**src/source/shell_pkg.sv**
```systemverilog
package shell_pkg;

	// bus widths.
	localparam int ADDR_W  = 21;
	localparam int DATA_W  = 32;
	localparam int MEM_AW  = 12; // 4096 data words.
	localparam int COUNT_W = 10; // job count field in descriptor word 0.

	// flag register location and codes.
	localparam logic [ADDR_W-1:0] FLAG_ADDR = 21'h7FFFE;
	localparam logic [DATA_W-1:0] CMD_START = 32'h0001_0000;
	localparam logic [DATA_W-1:0] FLAG_ACK  = 32'h0000_0002;
	localparam logic [DATA_W-1:0] FLAG_DONE = 32'h0000_0004;

	// one host port cycle.
	typedef struct packed {
		logic              wr_en;
		logic              rd_en;
		logic [ADDR_W-1:0] addr;
		logic [DATA_W-1:0] wdata;
	} host_req_t;

	// one kernel request, kernel byte order.
	typedef struct packed {
		logic              req;
		logic              rd_wr;    // 0 read, 1 write.
		logic [ADDR_W-1:0] addr;
		logic [DATA_W-1:0] wdata;
		logic              set_done; // single cycle pulse.
	} user_req_t;

	// one fpga port cycle, memory byte order.
	typedef struct packed {
		logic              rd_req;
		logic              wr_en;
		logic [ADDR_W-1:0] addr;
		logic [DATA_W-1:0] wdata;
	} fpga_req_t;

	// job control states.
	typedef enum logic [2:0] {
		INIT,
		WAIT,
		READ,
		WRITE,
		DONE
	} ctrl_state_t;

	// kernel states.
	typedef enum logic [2:0] {
		IDLE,
		GET_COUNT,
		SUM,
		STORE,
		FINISH
	} kern_state_t;

endpackage : shell_pkg

```
**src/source/checksum_kernel.sv**
```systemverilog
`timescale 1ns/10ps

module checksum_kernel (
	input  logic                         clk,
	input  logic                         rst_n,
	input  logic                         ready_2_start,
	input  logic [shell_pkg::DATA_W-1:0] user_rd_data,
	input  logic                         user_rd_ready,
	output shell_pkg::user_req_t         user_req
);

	shell_pkg::kern_state_t state, state_nxt;

	logic                          r2s_q;
	logic                          start;
	logic [shell_pkg::COUNT_W-1:0] count;
	logic [shell_pkg::COUNT_W:0]   issue_addr;  // next data address to read.
	logic [shell_pkg::COUNT_W:0]   rcv_cnt;     // words summed so far.
	logic [shell_pkg::COUNT_W:0]   store_addr;
	logic                          issue_more;
	logic                          last_word;
	logic [shell_pkg::DATA_W-1:0]  sum;

	assign start      = ready_2_start && !r2s_q; // rising edge.
	assign issue_more = issue_addr <= {1'b0, count};
	assign last_word  = user_rd_ready && (rcv_cnt + 1'b1 == {1'b0, count});
	assign store_addr = {1'b0, count} + 1'b1;  // result sits after the data.

	always_comb begin
		user_req  = '0;
		state_nxt = state;
		case (state)
			shell_pkg::IDLE: begin
				if (start) begin
					user_req.req = 1'b1; // descriptor read at address 0.
					state_nxt    = shell_pkg::GET_COUNT;
				end
			end
			shell_pkg::GET_COUNT: begin
				if (user_rd_ready) begin
					if (user_rd_data[shell_pkg::COUNT_W-1:0] == '0)
						state_nxt = shell_pkg::STORE;
					else
						state_nxt = shell_pkg::SUM;
				end
			end
			shell_pkg::SUM: begin
				if (issue_more) begin
					user_req.req  = 1'b1;
					user_req.addr = {{(shell_pkg::ADDR_W-shell_pkg::COUNT_W-1){1'b0}},
						issue_addr};
				end
				if (last_word)
					state_nxt = shell_pkg::STORE;
			end
			shell_pkg::STORE: begin
				user_req.req      = 1'b1;
				user_req.rd_wr    = 1'b1;
				user_req.addr     = {{(shell_pkg::ADDR_W-shell_pkg::COUNT_W-1){1'b0}},
					store_addr};
				user_req.wdata    = sum;
				user_req.set_done = 1'b1;
				state_nxt         = shell_pkg::FINISH;
			end
			shell_pkg::FINISH: begin
				// wait for the controller to leave the job.
				if (!ready_2_start)
					state_nxt = shell_pkg::IDLE;
			end
			default: state_nxt = shell_pkg::IDLE;
		endcase
	end

	always_ff @(posedge clk, negedge rst_n) begin
		if (!rst_n) begin
			state      <= shell_pkg::IDLE;
			r2s_q      <= 1'b0;
			count      <= '0;
			issue_addr <= '0;
			rcv_cnt    <= '0;
		end else begin
			state <= state_nxt;
			r2s_q <= ready_2_start;
			if (state == shell_pkg::GET_COUNT && user_rd_ready) begin
				count      <= user_rd_data[shell_pkg::COUNT_W-1:0];
				issue_addr <= 1;
				rcv_cnt    <= '0;
			end
			if (state == shell_pkg::SUM) begin
				if (issue_more)
					issue_addr <= issue_addr + 1'b1;
				if (user_rd_ready)
					rcv_cnt <= rcv_cnt + 1'b1;
			end
		end
	end

	// running checksum, cleared when the descriptor arrives.
	always_ff @(posedge clk) begin
		if (state == shell_pkg::GET_COUNT && user_rd_ready)
			sum <= '0;
		else if (state == shell_pkg::SUM && user_rd_ready)
			sum <= sum + user_rd_data; // wraps mod 2^32.
	end

endmodule : checksum_kernel

```
**config.mk**
```make
export PLATFORM = sky130hd
export DESIGN_NAME = checksum_kernel
export DESIGN_NICKNAME = d
export VERILOG_FILES = /design/src/source/shell_pkg.sv /design/src/source/checksum_kernel.sv
export SDC_FILE = /design/constraint.sdc
export NUM_CORES = 1
export LEC_CHECK = 0
export BUFFER_PORTS_ARGS = -buffer_cell sky130_fd_sc_hd__buf_2
export CORE_ASPECT_RATIO = 0.8
export CORE_MARGIN = 2
export CORE_UTILIZATION = 50
export DETAILED_ROUTE_END_ITERATION = 6
export PLACE_DENSITY = 0.72
export SLEW_MARGIN = 20
export SYNTH_ARGS = -nofsm -noshare
export SYNTH_HDL_FRONTEND = slang
export SYNTH_SLANG_ARGS = --single-unit
```
**constraint.sdc**
```tcl
create_clock -name clk -period 3.7 [get_ports clk]
set_clock_uncertainty 0.05 [all_clocks]
set_input_delay 0.185 -clock clk [delete_from_list [all_inputs] [get_ports clk]]
set_output_delay 0.185 -clock clk [all_outputs]
set_load 0.1 [all_outputs]
```
# Word level (Yosys, flattened, before mapping)
# Cells that the tools add are included.
# word_totals
in_bits	36
output_inout_bits	56
wordCells	47
reg_bits	68
# classes
reduce_logical	8
n_eq_ne	9
n_addsub	4
mux	19
n_lt_le_gt_ge	1
# ops
operator	count
11-bit two-way mux	7
21-bit one-hot mux with 2 select lines	1
33-bit two-way mux	1
32-bit adder	1
11-bit by 1-bit adder with 11-bit output, second input constant	2
3-bit one-hot mux with 5 select lines	1
3-bit two-way mux	4
10-bit by 1-bit adder with 11-bit output, second input constant	1
11-bit by 10-bit == test with 1-bit output	1
11-bit by 10-bit less-or-equal comparator with 1-bit output	1
10-bit zero test	1
2-bit != test, second input constant	4
3-bit by 2-bit == test with 1-bit output, second input constant	2
1-bit logical AND	4
1-bit two-way mux	4
4-bit AND reduction	1
3-bit by 1-bit == test with 1-bit output, second input constant	1
3-bit == test, second input constant	1
3-bit zero test	1
1-bit one-hot mux with 3 select lines	1
1-bit zero test	1

# Longest topological paths before layout
# logic_depth
word_depth	5
mapped_depth	13
ltp_nobuf	11

# Worst setup path before layout
# OpenSTA, ideal clock, no wires.
# synth_timing
path_type	register -> output
startpoint	register state[2]
endpoint	output user_req[43] (netlist name)
n_path_buf	3
slack_ps	-547
t_arrival_ps	4012
required_ps	3465
path_stages_with_launch	7
cell_sequence	dfrtp_1 clkbuf_1 nor2b_1 clkbuf_1 nand2_1 clkbuf_1 nor4_1
# synth_lines
item	line_no	text
start, declared	checksum_kernel.sv:12	shell_pkg::kern_state_t state, state_nxt;
start signal, assigned	checksum_kernel.sv:76	state <= shell_pkg::IDLE;
start signal, assigned	checksum_kernel.sv:82	state <= state_nxt;
end, declared	checksum_kernel.sv:9	output shell_pkg::user_req_t user_req

==> out/qor.yml <==
drt:
  drt_pre_antenna_iters: 5
  total_vias_in_the_final_route: 5220
  postRouteAntennaNets: 0
  detail_route.vias_per_cell: 5.85
  wl_mm: 14.1
  wl_met2_mm: 6.24
  top_signal_layer_used: "met4"
  drt_iter0_drc: 466
  met1_length_mm: 6.83
  route.detailed.wl_per_inst_um: 15.8
  detailroute.wirelength.met3_um: 866
  drc_errors: 0
floorplanning:
  floorplan.core_area_um2: 10400
  chipWidth_um: 120
  die_height_um: 96.8
  initial_utilization_pct: 51.9
  row_count: 33
  boundaryPins: 92
  dieArea_um2: 11600
critical_path:
  worst_r2r_path_depth: 11
  crit_fanout: 15
  critPathSlowestCell: "dfrtp_1"
  critical_path.startpoint_type: "flop"
  path_delay_family: "compound AO/OA/AOI/OAI gates"
  crit_arrival_ns: 3.07
  cp.required_ns: 3.46
  regToRegSetupSlack_ns: 0.74
  critical_path.reg2reg.endpoint: "issue_addr[10]$_DFF_PN0_"
  r2r_start: "count[6]$_DFFE_PN0P_"
  critical_path.cell_chain: "inv_1 -> ha_1 -> a21oi_1 -> nor2b_1 -> o21ai_0 -> nand2b_1 -> a211o_1 -> o21ai_2 -> and2_2 -> a22o_1 -> buf_2"
  critical-path-max-stage-delay_ns: 0.42
  worst-path-buf-inv: 2
  critical_path.endpoint_type: "output pin"
  timing.setup.critical_path_class: "flop to output pin"
placement:
  numPortBuffers: 81
  placedCellCount: 874
  dp_hpwl_mm: 10.2
  routabilityCongestion: 0.923
  post_place_setup_slack_ns: 0.648
synth:
  synthTopCellsByCount: "nand2_1, o21ai_0, a21oi_1"
  ys_ff_latch: 68
  most_numerous_cell_in_the_yosys_netlist: "nand2_1"
  synth.distinct_cells: 64
  syn-mean-instance-area_um2: 7.87
  leading_register_cell_type_out_of_synthesis: "dfrtp_1"
  synth_edf_count: 0
  post_synth_main_area_contributors: "dfrtp_1, dfxtp_1, ha_1"
  synth_top_cell_area_share_pct: 16.7
  count_of_mapped_cells_out_of_synthesis: 684
  yosysWarnings: 0
  synth_area_leader_cell: "dfrtp_1"
  synth.cell_area_um2: 5380
  synth_sequential_area_ratio_pct: 28.6
  synth_async_reset_ratio_pct: 52.9
global_route:
  initial_antenna_violation_count: 0
  grtUsageTotal_pct: 24.9
  grt_first_pass_wirelength_mm: 23.7
  grt_pass1_vias: 4952
  maximum_number_of_pins_on_one_net_before_global_route_repair: 51
  global_route.overflow_total: 0
pwr:
  vdd.ir_drop.worst_v: 0.000393
  power_leakage_nw: 3.01
  power_density_nw_per_um2: 796
hold_path:
  hold_path_class: "input pin to flop"
  min_to: "count[0]$_DFFE_PN0P_"
  holdCritStartpoint: "user_rd_data[0]"
  hold_path_depth: 3
layout:
  post_layout_nonfiller_instances: 892
  nNetsFinal: 828
  layout-drive-gt1-share_pct: 15.6
  layout.core_utilization_pct: 59.4
  antenna_cells_inserted: 0
  areaGrowthSynthToFinish_pct: 14.3
outcome:
  status: "complete, no violations"
clock_network:
  cts_root_buf: "clkbuf_16"
  tritoncts_clock_tree: "done"
  tritoncts_num_sinks: 68
  cts_made_buffers: 9
  clkLatencyLatePin_ns: 0.34
  clock_tree.htree_level_count: 3
  clk_pin_slew_worst_paths_ns: 0.06
  cts_buffer_depth: 2
timing:
  fin_crit_sh_pct: 89.4
  slew_viol_final: 0
  timing.final.setup_violations: 0
  post_route_setup_tns_ns: 0
  fmaxAchievable_ghz: 0.302
  hold_violations: 0
  tightest_slew_ns: 0.837
  final_period_minus_worst_setup_slack_ns: 3.31
  rsz0062_at_grt: "no"
  relative_max_transition_margin_pct: 44.2
  setup_slack_of_the_critical_path_after_layout_ns: 0.392
  hold-worst-slack_ns: 0.0538
flow_run:
  timing.max_cap.violations: 0
[report_power, final]
part | switching, mW | internal [mW]
clock network | 0.324 | 0.527
registers | 0.255 | 0.980
logic | 1.85 | 0.963
[what timing repair did]
action | CTS | global route
hold buffers | 2 | 0
setup endpoints to repair | 0 | 4
buffers inserted | 0 | 0
resized for setup | 0 | 1
endpoints found under the hold margin | 37 | 0
[through the flow]
step | area [um^2] | total power, mW
2_1_floorplan | 5430 | 3.47
3_3_place_gp | 5840 | 3.95
3_5_place_dp | 5840 | 4.01
4_1_cts | 6150 | 4.89
5_1_grt | 6150 | 5.26
6_report | 6150 | 4.90
[per-layer routing]
metal	vias to the layer above	global-route usage [%]
met2	167	38.6
met5	-	0
li1	2549	-
met3	16	5.96
met4	0	6.33
met1	2488	35.0
[worst max-delay path by stage]
stage,from,endpoint,slack (ns),cells after the start
floorplan,count[6]$_DFFE_PN0P_,user_req[33],0.20,13
CTS,count[6]$_DFFE_PN0P_,user_req[38],0.27,11
global route,count[6]$_DFFE_PN0P_,user_req[37],0.16,12
finish,count[6]$_DFFE_PN0P_,user_req[38],0.39,11
detailed placement,count[6]$_DFFE_PN0P_,user_req[38],0.65,11
global placement,count[6]$_DFFE_PN0P_,user_req[36],0.71,12
[tightest hold or removal path: stages]
cell and delay, ns:
buf_2 0.12, nand2_1 0.05, nand2_1 0.05
[final cells by class]
class / instances / area, um^2
well taps: 140 / 175
repair buffers: 89 / 470
clock buffers: 15 / 288
multi-input cells: 560 / 3600
fillers: 956 / 4210
inverters: 19 / 71.3
clock inverters: 1 / 5.00
flip-flops and latches: 68 / 1540
[state kept, by name, summed over array words and instances (netlist names)]
signal and count:
issue_addr 11, r2s_q 1, count 10, sum 32, rcv_cnt 11, state 3
[kinds of logic after synthesis]
group | count (synthesis) | synth area share [%]
and+or+nand+nor | 259 | 23.3
AOI/OAI and AO/OA | 191 | 22.8
DFF | 68 | 28.6
buffers and inverters | 65 | 5.46
xor gates and xnor gates | 49 | 7.97
adders and majority gates | 45 | 10.6
muxes | 6 | 1.12
other | 1 | 0.0697
[placed cells by master (no fill, tap or decap), types with 7 or more instances in the layout]
| master | count |
|---|---|
| nand3_1 | 17 |
| nor3_1 | 7 |
| and3_1 | 44 |
| o21ai_0 | 58 |
| nand4_1 | 7 |
| a21o_1 | 13 |
| and2_1 | 9 |
| xor2_1 | 16 |
| nand2_1 | 105 |
| o31ai_1 | 13 |
| conb_1 | 10 |
| nor2_1 | 38 |
| a21oi_1 | 50 |
| xnor2_1 | 33 |
| buf_2 | 81 |
| inv_1 | 19 |
| ha_1 | 44 |
| dfrtp_1 | 36 |
| dfxtp_1 | 32 |
| clkbuf_16 | 9 |
(Power assumes the default switching activity.)
