`src/source/shell_pkg.sv`:
```
package shell_pkg;

	// bus widths.
	localparam int ADDR_W  = 21;
	localparam int DATA_W  = 32;
	localparam int MEM_AW  = 12; // 4096 data words.
	localparam int COUNT_W = 10; // job count field in descriptor word 0.

	// flag register location and codes.
	localparam logic [ADDR_W-1:0] FLAG_ADDR = 21'h7FFFE;
	localparam logic [DATA_W-1:0] CMD_START = 32'h0001_0000;
	localparam logic [DATA_W-1:0] FLAG_ACK  = 32'h0000_0002;
	localparam logic [DATA_W-1:0] FLAG_DONE = 32'h0000_0004;

	// one host port cycle.
	typedef struct packed {
		logic              wr_en;
		logic              rd_en;
		logic [ADDR_W-1:0] addr;
		logic [DATA_W-1:0] wdata;
	} host_req_t;

	// one kernel request, kernel byte order.
	typedef struct packed {
		logic              req;
		logic              rd_wr;    // 0 read, 1 write.
		logic [ADDR_W-1:0] addr;
		logic [DATA_W-1:0] wdata;
		logic              set_done; // single cycle pulse.
	} user_req_t;

	// one fpga port cycle, memory byte order.
	typedef struct packed {
		logic              rd_req;
		logic              wr_en;
		logic [ADDR_W-1:0] addr;
		logic [DATA_W-1:0] wdata;
	} fpga_req_t;

	// job control states.
	typedef enum logic [2:0] {
		INIT,
		WAIT,
		READ,
		WRITE,
		DONE
	} ctrl_state_t;

	// kernel states.
	typedef enum logic [2:0] {
		IDLE,
		GET_COUNT,
		SUM,
		STORE,
		FINISH
	} kern_state_t;

endpackage : shell_pkg

```
`src/source/shell_ctrl.sv`:
```
`timescale 1ns/10ps

module shell_ctrl (
	input  logic                         clk,
	input  logic                         rst_n,
	input  shell_pkg::host_req_t         host_req,
	input  shell_pkg::user_req_t         user_req,
	input  logic [shell_pkg::DATA_W-1:0] rd_data,
	input  logic                         rd_ready,
	output shell_pkg::fpga_req_t         fpga_req,
	output logic                         flag_we,
	output logic [shell_pkg::DATA_W-1:0] out_flag,
	output logic                         ready_2_start,
	output logic [shell_pkg::DATA_W-1:0] user_rd_data,
	output logic                         user_rd_ready
);

	shell_pkg::ctrl_state_t cs, ns;
	logic start_cmd;

	// reverse byte order between kernel and memory.
	function automatic logic [shell_pkg::DATA_W-1:0] byte_swap(
		input logic [shell_pkg::DATA_W-1:0] w
	);
		return {w[7:0], w[15:8], w[23:16], w[31:24]};
	endfunction

	// host writes the start command into the flag word.
	assign start_cmd = host_req.wr_en && (host_req.addr == shell_pkg::FLAG_ADDR)
		&& (host_req.wdata == shell_pkg::CMD_START);

	// read data goes straight back to the kernel.
	assign user_rd_data  = byte_swap(rd_data);
	assign user_rd_ready = rd_ready;

	always_comb begin
		fpga_req.rd_req = 1'b0;
		fpga_req.wr_en  = 1'b0;
		fpga_req.addr   = user_req.addr;
		fpga_req.wdata  = byte_swap(user_req.wdata);
		flag_we         = 1'b0;
		out_flag        = '0;
		ready_2_start   = 1'b0;
		ns              = cs;
		case (cs)
			shell_pkg::INIT: begin
				if (start_cmd) begin
					flag_we  = 1'b1; // acknowledge at the same edge.
					out_flag = shell_pkg::FLAG_ACK;
					ns       = shell_pkg::WAIT;
				end
			end
			shell_pkg::WAIT,
			shell_pkg::READ,
			shell_pkg::WRITE: begin
				ready_2_start = 1'b1;
				if (user_req.req) begin
					fpga_req.wr_en  = user_req.rd_wr;
					fpga_req.rd_req = !user_req.rd_wr;
				end
				// last write of a job can come with set_done.
				if (user_req.set_done)
					ns = shell_pkg::DONE;
				else if (user_req.req)
					ns = user_req.rd_wr ? shell_pkg::WRITE : shell_pkg::READ;
				else
					ns = shell_pkg::WAIT;
			end
			shell_pkg::DONE: begin
				flag_we  = 1'b1; // post completion.
				out_flag = shell_pkg::FLAG_DONE;
				ns       = shell_pkg::INIT;
			end
			default: ns = shell_pkg::INIT;
		endcase
	end

	always_ff @(posedge clk, negedge rst_n) begin
		if (!rst_n)
			cs <= shell_pkg::INIT;
		else
			cs <= ns;
	end

endmodule : shell_ctrl

```
`config.mk`:
```
export PLATFORM = sky130hd
export DESIGN_NAME = shell_ctrl
export DESIGN_NICKNAME = d
export VERILOG_FILES = /design/src/source/shell_pkg.sv /design/src/source/shell_ctrl.sv
export SDC_FILE = /design/constraint.sdc
export NUM_CORES = 1
export LEC_CHECK = 0
export ABC_AREA = 1
export BUFFER_PORTS_ARGS = -buffer_cell sky130_fd_sc_hd__buf_4
export CORE_AREA = 2 2 104 106
export CTS_CLUSTER_DIAMETER = 120
export DETAILED_ROUTE_END_ITERATION = 6
export DIE_AREA = 0 0 106 108
export SLEW_MARGIN = 20
export SYNTH_ARGS = -nofsm -noshare
export SYNTH_HDL_FRONTEND = slang
export SYNTH_SLANG_ARGS = --single-unit
```
`constraint.sdc`:
```
create_clock -name clk -period 0.9 [get_ports clk]
set_input_delay 0.045 -clock clk [delete_from_list [all_inputs] [get_ports clk]]
set_output_delay 0.045 -clock clk [all_outputs]
set_load 0.005 [all_outputs]
```
* Word level (Yosys, flattened, before mapping)
Index checks and enable logic that the tools add are counted.
Widths: inputs -> output; s select.
** Storage, ports and cells
- Flip-flop bits (word level) :: 3
- Word-level logic and storage cells :: 25
** Operators by class
- Eq/ne operators :: 7
- Multiplexer cells :: 12
- Reduce and logical (&&, ||, !) cells :: 5
** Operator list (number)
- $eq 32x17->1 const B :: 1
- $eq 21x19->1 const B :: 1
- $pmux 3 s2 :: 2
- $mux 2 :: 4
- $eq 3x2->1 const B :: 2
- $mux 3 :: 2
- $eq 3x1->1 const B :: 1
- $eq 3x3->1 const B :: 1
- $logic_not 3->1 :: 1
- $mux 1 :: 3
- $reduce_or 3->1 :: 1
- $logic_and 1x1->1 :: 2
- $ne 2x2->1 const B :: 1
- $pmux 1 s2 :: 1
- $logic_not 1->1 :: 1

* Depth between registers and ports, before layout
Gate-level depths: netlist (run 1).
- Depth after elaboration :: 5
- Gate-level depth with buffers :: 8
- Mapped depth without buffers :: 8

* Worst setup path after synthesis (run 1)
OpenSTA, ideal clock, no wires.
- Kind :: register -> register
- Start point :: reg cs[1]
- End point :: reg cs[0]
- Arrival :: 885 ps
- Data required time :: 834 ps
- Setup slack :: -51 ps
- Stages on the path, launching flop included :: 8
- Path through :: dfrtp_1 nor2_4 nand2_1 nor2_1 nand2_1 nor2_1 nand2_1 nand2_1
** Between the ends
- Cells in the longest elaborated chain, start to end :: 3
** Ends and longest elaborated chain
- from (decl) :: line shell_ctrl.sv:18 : shell_pkg::ctrl_state_t cs, ns;
- from (signal assigned) :: line shell_ctrl.sv:80 : cs <= shell_pkg::INIT;
- from (signal assigned) :: line shell_ctrl.sv:82 : cs <= ns;
- $eq 3x1->1 / $eq 3x2->1 (equally long branches) :: line shell_ctrl.sv:45 : case (cs)
- $reduce_or 3->1 :: line shell_ctrl.sv:45
- $pmux 3 s2 :: line shell_ctrl.sv:45
Several ways; a longest one is shown, not always the timed one.
A chain may end at the register's enable or synchronous reset.

* Worst setup path after layout (run 1)
- Start point :: reg cs[0]
- End point :: out flag_we
** Between the ends
- Cells in the longest elaborated chain, start to end :: 2
** Ends and longest elaborated chain
- $eq 3x3->1 / $logic_not 3->1 (equally long branches) :: line shell_ctrl.sv:45
- $pmux 1 s2 * :: line shell_ctrl.sv:45
- to (decl) :: line shell_ctrl.sv:11 : output logic flag_we,
Every way passes the cells marked *; elsewhere a longest branch is shown, timed or not.

==> impl_metrics.toml, run 1 <==
[status]
status = "finished with violations"
violations = "setup timing"

[hold_path]
hold_path.class = "input pin to output port"
whs_endpoint = "fpga_req[45]"
holdCritStartpoint = "user_req[46]"
min_path_cells = 0

[synth]
synthCells = 241
ys_warn_count = 0
syn_avg_cell_area_um2 = 5.96
seq_area_frac_synth_pct = 5.23
synth_area_um2 = 1440
ys_types = 11
synth_seq_cells = 3

[sta]
fmax_ghz = 0.749
hold_violations = 0
setup_viol = 9
period_minus_slack_ns = 1.34
tns_ns = -2.14
worst_clock_skew_ns = 0.00136
rsz0062_at_grt = "yes"
worst_slack_ns = -0.435
slew_viol_final = 0
fin_crit_sh_pct = 148

[floorplan]
die-area_um2 = 11400
dieHeight_um = 108
fp.coreArea_um2 = 10200
pin_count = 268
die_w_um = 106
start_util_pct = 14.0
rows = 37

[final_layout]
final_util_pct = 14.2
fin_nets = 376
area_growth_syn_to_layout_pct = 1.13
regMostFlops = "cs"
largest_reg_flops = 3
finalInstanceArea_um2 = 1450
stdcell_count = 365
drive_gt1_share_pct = 34.9
antenna_cells = 0
top_regs = "cs: 3 flops"

[grt]
grt_util_all_layers_pct = 6.27
grt_pass1_wl_mm = 5.39
antenna_found_initial = 0
grt_pass1_vias = 1156
grt_start_max_net_pins = 5
grt_overflow = 0

[drt]
firstDrtPassIters = 3
drt-total-wl_mm = 3.80
drt_iter0_drc = 51
drc = 0
viasPerCell = 3.15
vias = 1150
wl_per_cell_um = 10.4
postRouteAntennaNets = 0

[clock_network]
clockRootBuffer = "clkbuf_8"
htree_levels = 1
clock_latency_ns = 0.22
postCtsSetupBuffers = 0
clockBufferDepth = 2
cts_buffers = 3
cts_tree = "built"
clkTransAtPathRegs_ns = 0.03
cts_sinks = 3

[pwr]
p_per_area_nw_per_um2 = 619
ir_worst_vdd_mv = 0.544
p_leak_nw = 0.797

[setup_path]
crit_fanout = 3
worstPathArrival_ns = 1.29
crit_required_ns = 0.85
reg2reg_from = "cs[0]$_DFFE_PN0P_"
r2r_slack_ns = -0.13
endpoint_kind = "output port"
worstSetupPathType = "register to output port"
reg2reg_to = "cs[0]$_DFFE_PN0P_"
r2r_cells = 7
worstSetupStartpointType = "register"

[placed_design]
dp_hpwl_mm = 3.37
place_ws_ns = -0.299
dp.cells = 359
port-buffer-count = 64
place_congestion = 0.730
placed_area_um2 = 1360

[flow_run]
max-cap-violations = 0
-- how the worst max path moves through the flow --
stage | start | slack, ns | depth (start not counted) | end
CTS | cs[0]$_DFFE_PN0P_ | -0.45 | 8 | flag_we
finish | cs[0]$_DFFE_PN0P_ | -0.44 | 8 | flag_we
floorplan | cs[0]$_DFFE_PN0P_ | -0.02 | 7 | cs[0]$_DFFE_PN0P_
detailed placement | host_req[12] | -0.30 | 9 | flag_we
global placement | host_req[12] | -0.27 | 8 | out_flag[1]
global route | cs[0]$_DFFE_PN0P_ | -0.50 | 8 | flag_we
-- power by group --
group / switching (mW) / total (mW) / internal, mW
sequential: 0.00000000000421 / 0.136 / 0.136
clock: 0.100 / 0.403 / 0.303
combinational: 0.153 / 0.360 / 0.207
total: 0.253 / 0.899 / 0.646
-- metal layers --
layer	part of all wire [%]	track usage [%]	vias to the layer above	wire length, um
li1	-	-	547	-
met1	33	5.61	472	1250
met2	48	10.8	82	1820
met3	10	1.69	49	397
met4	8.7	7.14	0	329
met5	0	0	-	0
-- stage by stage --
stage / hold slack, ns / total power, mW
5_1_grt: 0.0900 / 0.973
4_1_cts: 0.0900 / 0.915
3_5_place_dp: -0.164 / 0.491
6_report: 0.0900 / 0.899
2_1_floorplan: -0.251 / 0.645
3_3_place_gp: -0.166 / 0.485
-- critical path, stage by stage, from the launching register on --
cell and delay [ns]:
dfrtp_1 0.39, nor2_4 0.13, nand2_1 0.05, nor2_1 0.08, nand2_1 0.06, nor2_1 0.11
nand2_1 0.08, nand2_1 0.06, buf_4 0.10
-- cells in the mapped netlist --
library cell / number / area, um2
buf_4: 116 / 871
nor3_1: 3 / 15.0
nand3_1: 3 / 15.0
nor2_1: 47 / 176
inv_1: 24 / 90.1
and2_1: 1 / 6.26
dfrtp_1: 3 / 75.1
nor2_4: 1 / 11.3
nand2_1: 36 / 135
nand4_1: 6 / 37.5
conb_1: 1 / 3.75
-- layout by cell type, fill, tap and decap left out, drive strengths merged --
master and instances:
buf 69, nor2 48, nand2 36, conb 30
inv 24, nand4 6, clkbuf 4, nand3 3
dfrtp 3, nor3 3, dlygate4sd3 2, and2 1
-- logic make-up (layout without fill, tap and decap cells) --
kind of cell	count (synthesis)	after routing	share of synthesized area, %
other cells	1	30	0.261
flops	3	3	5.23
buf+inv	140	99	66.9
simple gates	97	97	27.6
-- repair_timing --
action | CTS | global route
hold buffers | 2 | 0
cloned | 0 | 0
pin swaps | 1 | 2
hold endpoints to repair | 4 | 0
setup endpoints to repair | 9 | 9
resized for setup | 5 | 3
-- area by class of cell --
cell class                      instances  area [um2]
Sequential cell                         3        75.1
Tap cell                              136         170
Multi-Input combinational cell        127         534
Fill cell                            1176        8780
Clock buffer                            4        45.0
Timing Repair Buffer                   71         538
Inverter                               24        90.1
(Power assumes the default switching activity.)
==> run 2: changes to the inputs <==
--- a/config.mk
+++ b/config.mk
@@ -13,2 +13,3 @@
 export DIE_AREA = 0 0 106 108
+export SETUP_SLACK_MARGIN = 0.1
 export SLEW_MARGIN = 20
==> constraint.sdc (replaced) <==
create_clock -name clk -period 0.9 [get_ports clk]
set_input_delay 0.27 -clock clk [delete_from_list [all_inputs] [get_ports clk]]
set_output_delay 0.27 -clock clk [all_outputs]
set_load 0.005 [all_outputs]
==> impl_metrics.toml, run 2 (synthesis results as in run 1) <==
[final_layout]
regMostFlops = "cs"
antenna_cells = 0
drive_gt1_share_pct = 37.9
fin_nets = 379
largest_reg_flops = 3
fillerInstances = 1204
area_growth_syn_to_layout_pct = 3.57
stdcell_count = 368
final_cell_mix = "buf_4 (71), nor2_1 (42), nand2_1 (32)"
top_regs = "cs: 3 flops"
final_common_cell = "buf_4"

[sta]
setup_viol = 9
whs_ns = 0.221
fmax_ghz = 0.613
worst_clock_skew_ns = 0.000659
slew_viol_final = 0
period_minus_slack_ns = 1.63
rsz0062_at_grt = "yes"
fin_crit_sh_pct = 181
worst_slack_ns = -0.731
hold_violations = 0
tns_ns = -3.95

[drt]
topRoutingLayerUsed = "met4"
drt-total-wl_mm = 3.65
dr_wl_met3_um = 446
wl_per_cell_um = 9.92
firstDrtPassIters = 4
drt-met1-wl_mm = 1.19
postRouteAntennaNets = 0
vias = 1145
viasPerCell = 3.11
drc = 0
drt_iter0_drc = 30
route.met2.wl_mm = 1.76

[grt]
grt_overflow = 0
grt_pass1_vias = 1088
grt_util_all_layers_pct = 6.01
antenna_found_initial = 0
grt_pass1_wl_mm = 5.24
grt_start_max_net_pins = 5

[placed_design]
place_congestion = 0.733
dp_hpwl_mm = 3.26
place_ws_ns = -0.692
dp.cells = 362
port-buffer-count = 64

[setup_path]
worst-path-buf-inv = 1
crit_top_cell = "nand2_2"
reg2reg_from = "cs[0]$_DFFE_PN0P_"
crit_fanout = 3
path_cells = "nor2_4, nand2_2, nor2_2, nand2_1, nor2_2, nand2_2, nand2_2, buf_6"
crit_family = "simple AND/OR/NAND/NOR gates"
startpoint = "cs[0]$_DFFE_PN0P_"
endpoint_kind = "output port"
worstSetupStartpointType = "register"
worstPathArrival_ns = 1.36
crit_slowest_cell = "dfrtp_1"
max_stage_delay_ns = 0.38
crit_required_ns = 0.63
worstSetupPathType = "register to output port"

[clock_network]
clockBufferDepth = 2
cts_sinks = 3
cts_tree = "built"
clkTransAtPathRegs_ns = 0.03
clock_latency_ns = 0.21
cts_buffers = 3
htree_levels = 1
clockRootBuffer = "clkbuf_8"

[floorplan]
dieHeight_um = 108
rows = 37
die_w_um = 106
pin_count = 268
start_util_pct = 14.0
fp.coreArea_um2 = 10200
die-area_um2 = 11400

[hold_path]
hold_path.class = "input pin to register"
holdCritStartpoint = "user_req[0]"

[flow_run]
max-cap-violations = 0

[pwr]
p_leak_nw = 0.809
p_per_area_nw_per_um2 = 595
finalPower_mw = 0.886
ir_worst_vdd_mv = 0.589

[status]
violations = "setup timing"
status = "finished with violations"
run 2: per-layer routing:
layer / global-route usage (%) / vias up
met5: 0 / -
met4: 5.45 / 0
met3: 2.05 / 32
met2: 10.1 / 96
met1: 5.85 / 466
li1: - / 551
run 2: final cells by class:
type / instances / area [um2] / area share [%]
Multi-Input combinational cell: 127 / 542 / 36.4
Tap cell: 136 / 170 / 11.4
Clock buffer: 4 / 45.0 / 3.03
Sequential cell: 3 / 75.1 / 5.05
Timing Repair Buffer: 74 / 566 / 38.0
Inverter: 24 / 90.1 / 6.06
run 2: where the power goes:
part	internal [mW]	switching [mW]	total [mW]
logic	0.207	0.150	0.357
registers	0.136	0.00000000000447	0.136
clock network	0.302	0.0906	0.393
total	0.645	0.241	0.886
run 2: path summary, 6_finish.rpt:
path                                      to  slack, ns  depth (start not counted)
max in group asynchronous  cs[1]$_DFFE_PN0P_       0.41                          2
min in group asynchronous  cs[2]$_DFFE_PN0P_       0.40                          2
min reg2reg                cs[2]$_DFFE_PN0P_       0.70                          4
max reg2reg                cs[0]$_DFFE_PN0P_      -0.32                          8
max                                  flag_we      -0.73                          8
min                        cs[1]$_DFFE_PN0P_       0.22                          2
run 2: repair_timing:
action / 4_1_cts / 5_1_grt
buffers inserted: 0 / 2
pin swaps: 5 / 6
setup endpoints to repair: 9 / 9
hold buffers: 1 / 0
resized for setup: 7 / 7
hold endpoints to repair: 3 / 0
run 2: metrics by stage:
stage / utilization [%] / instance area (um2)
5_1_grt: 14.5 / 1490
2_1_floorplan: - / 1550
3_3_place_gp: 13.5 / 1390
3_5_place_dp: 13.5 / 1390
6_report: 14.5 / 1490
4_1_cts: 14.3 / 1460
run 2: worst reg2reg max path, cell delays in order (launching register included):
cell and delay (ns):
dfrtp_1 0.38, nor2_4 0.15, nand2_2 0.08, nor2_2 0.09, nand2_1 0.06, nor2_2 0.12
nand2_2 0.09, buf_4 0.15, nand2_2 0.04
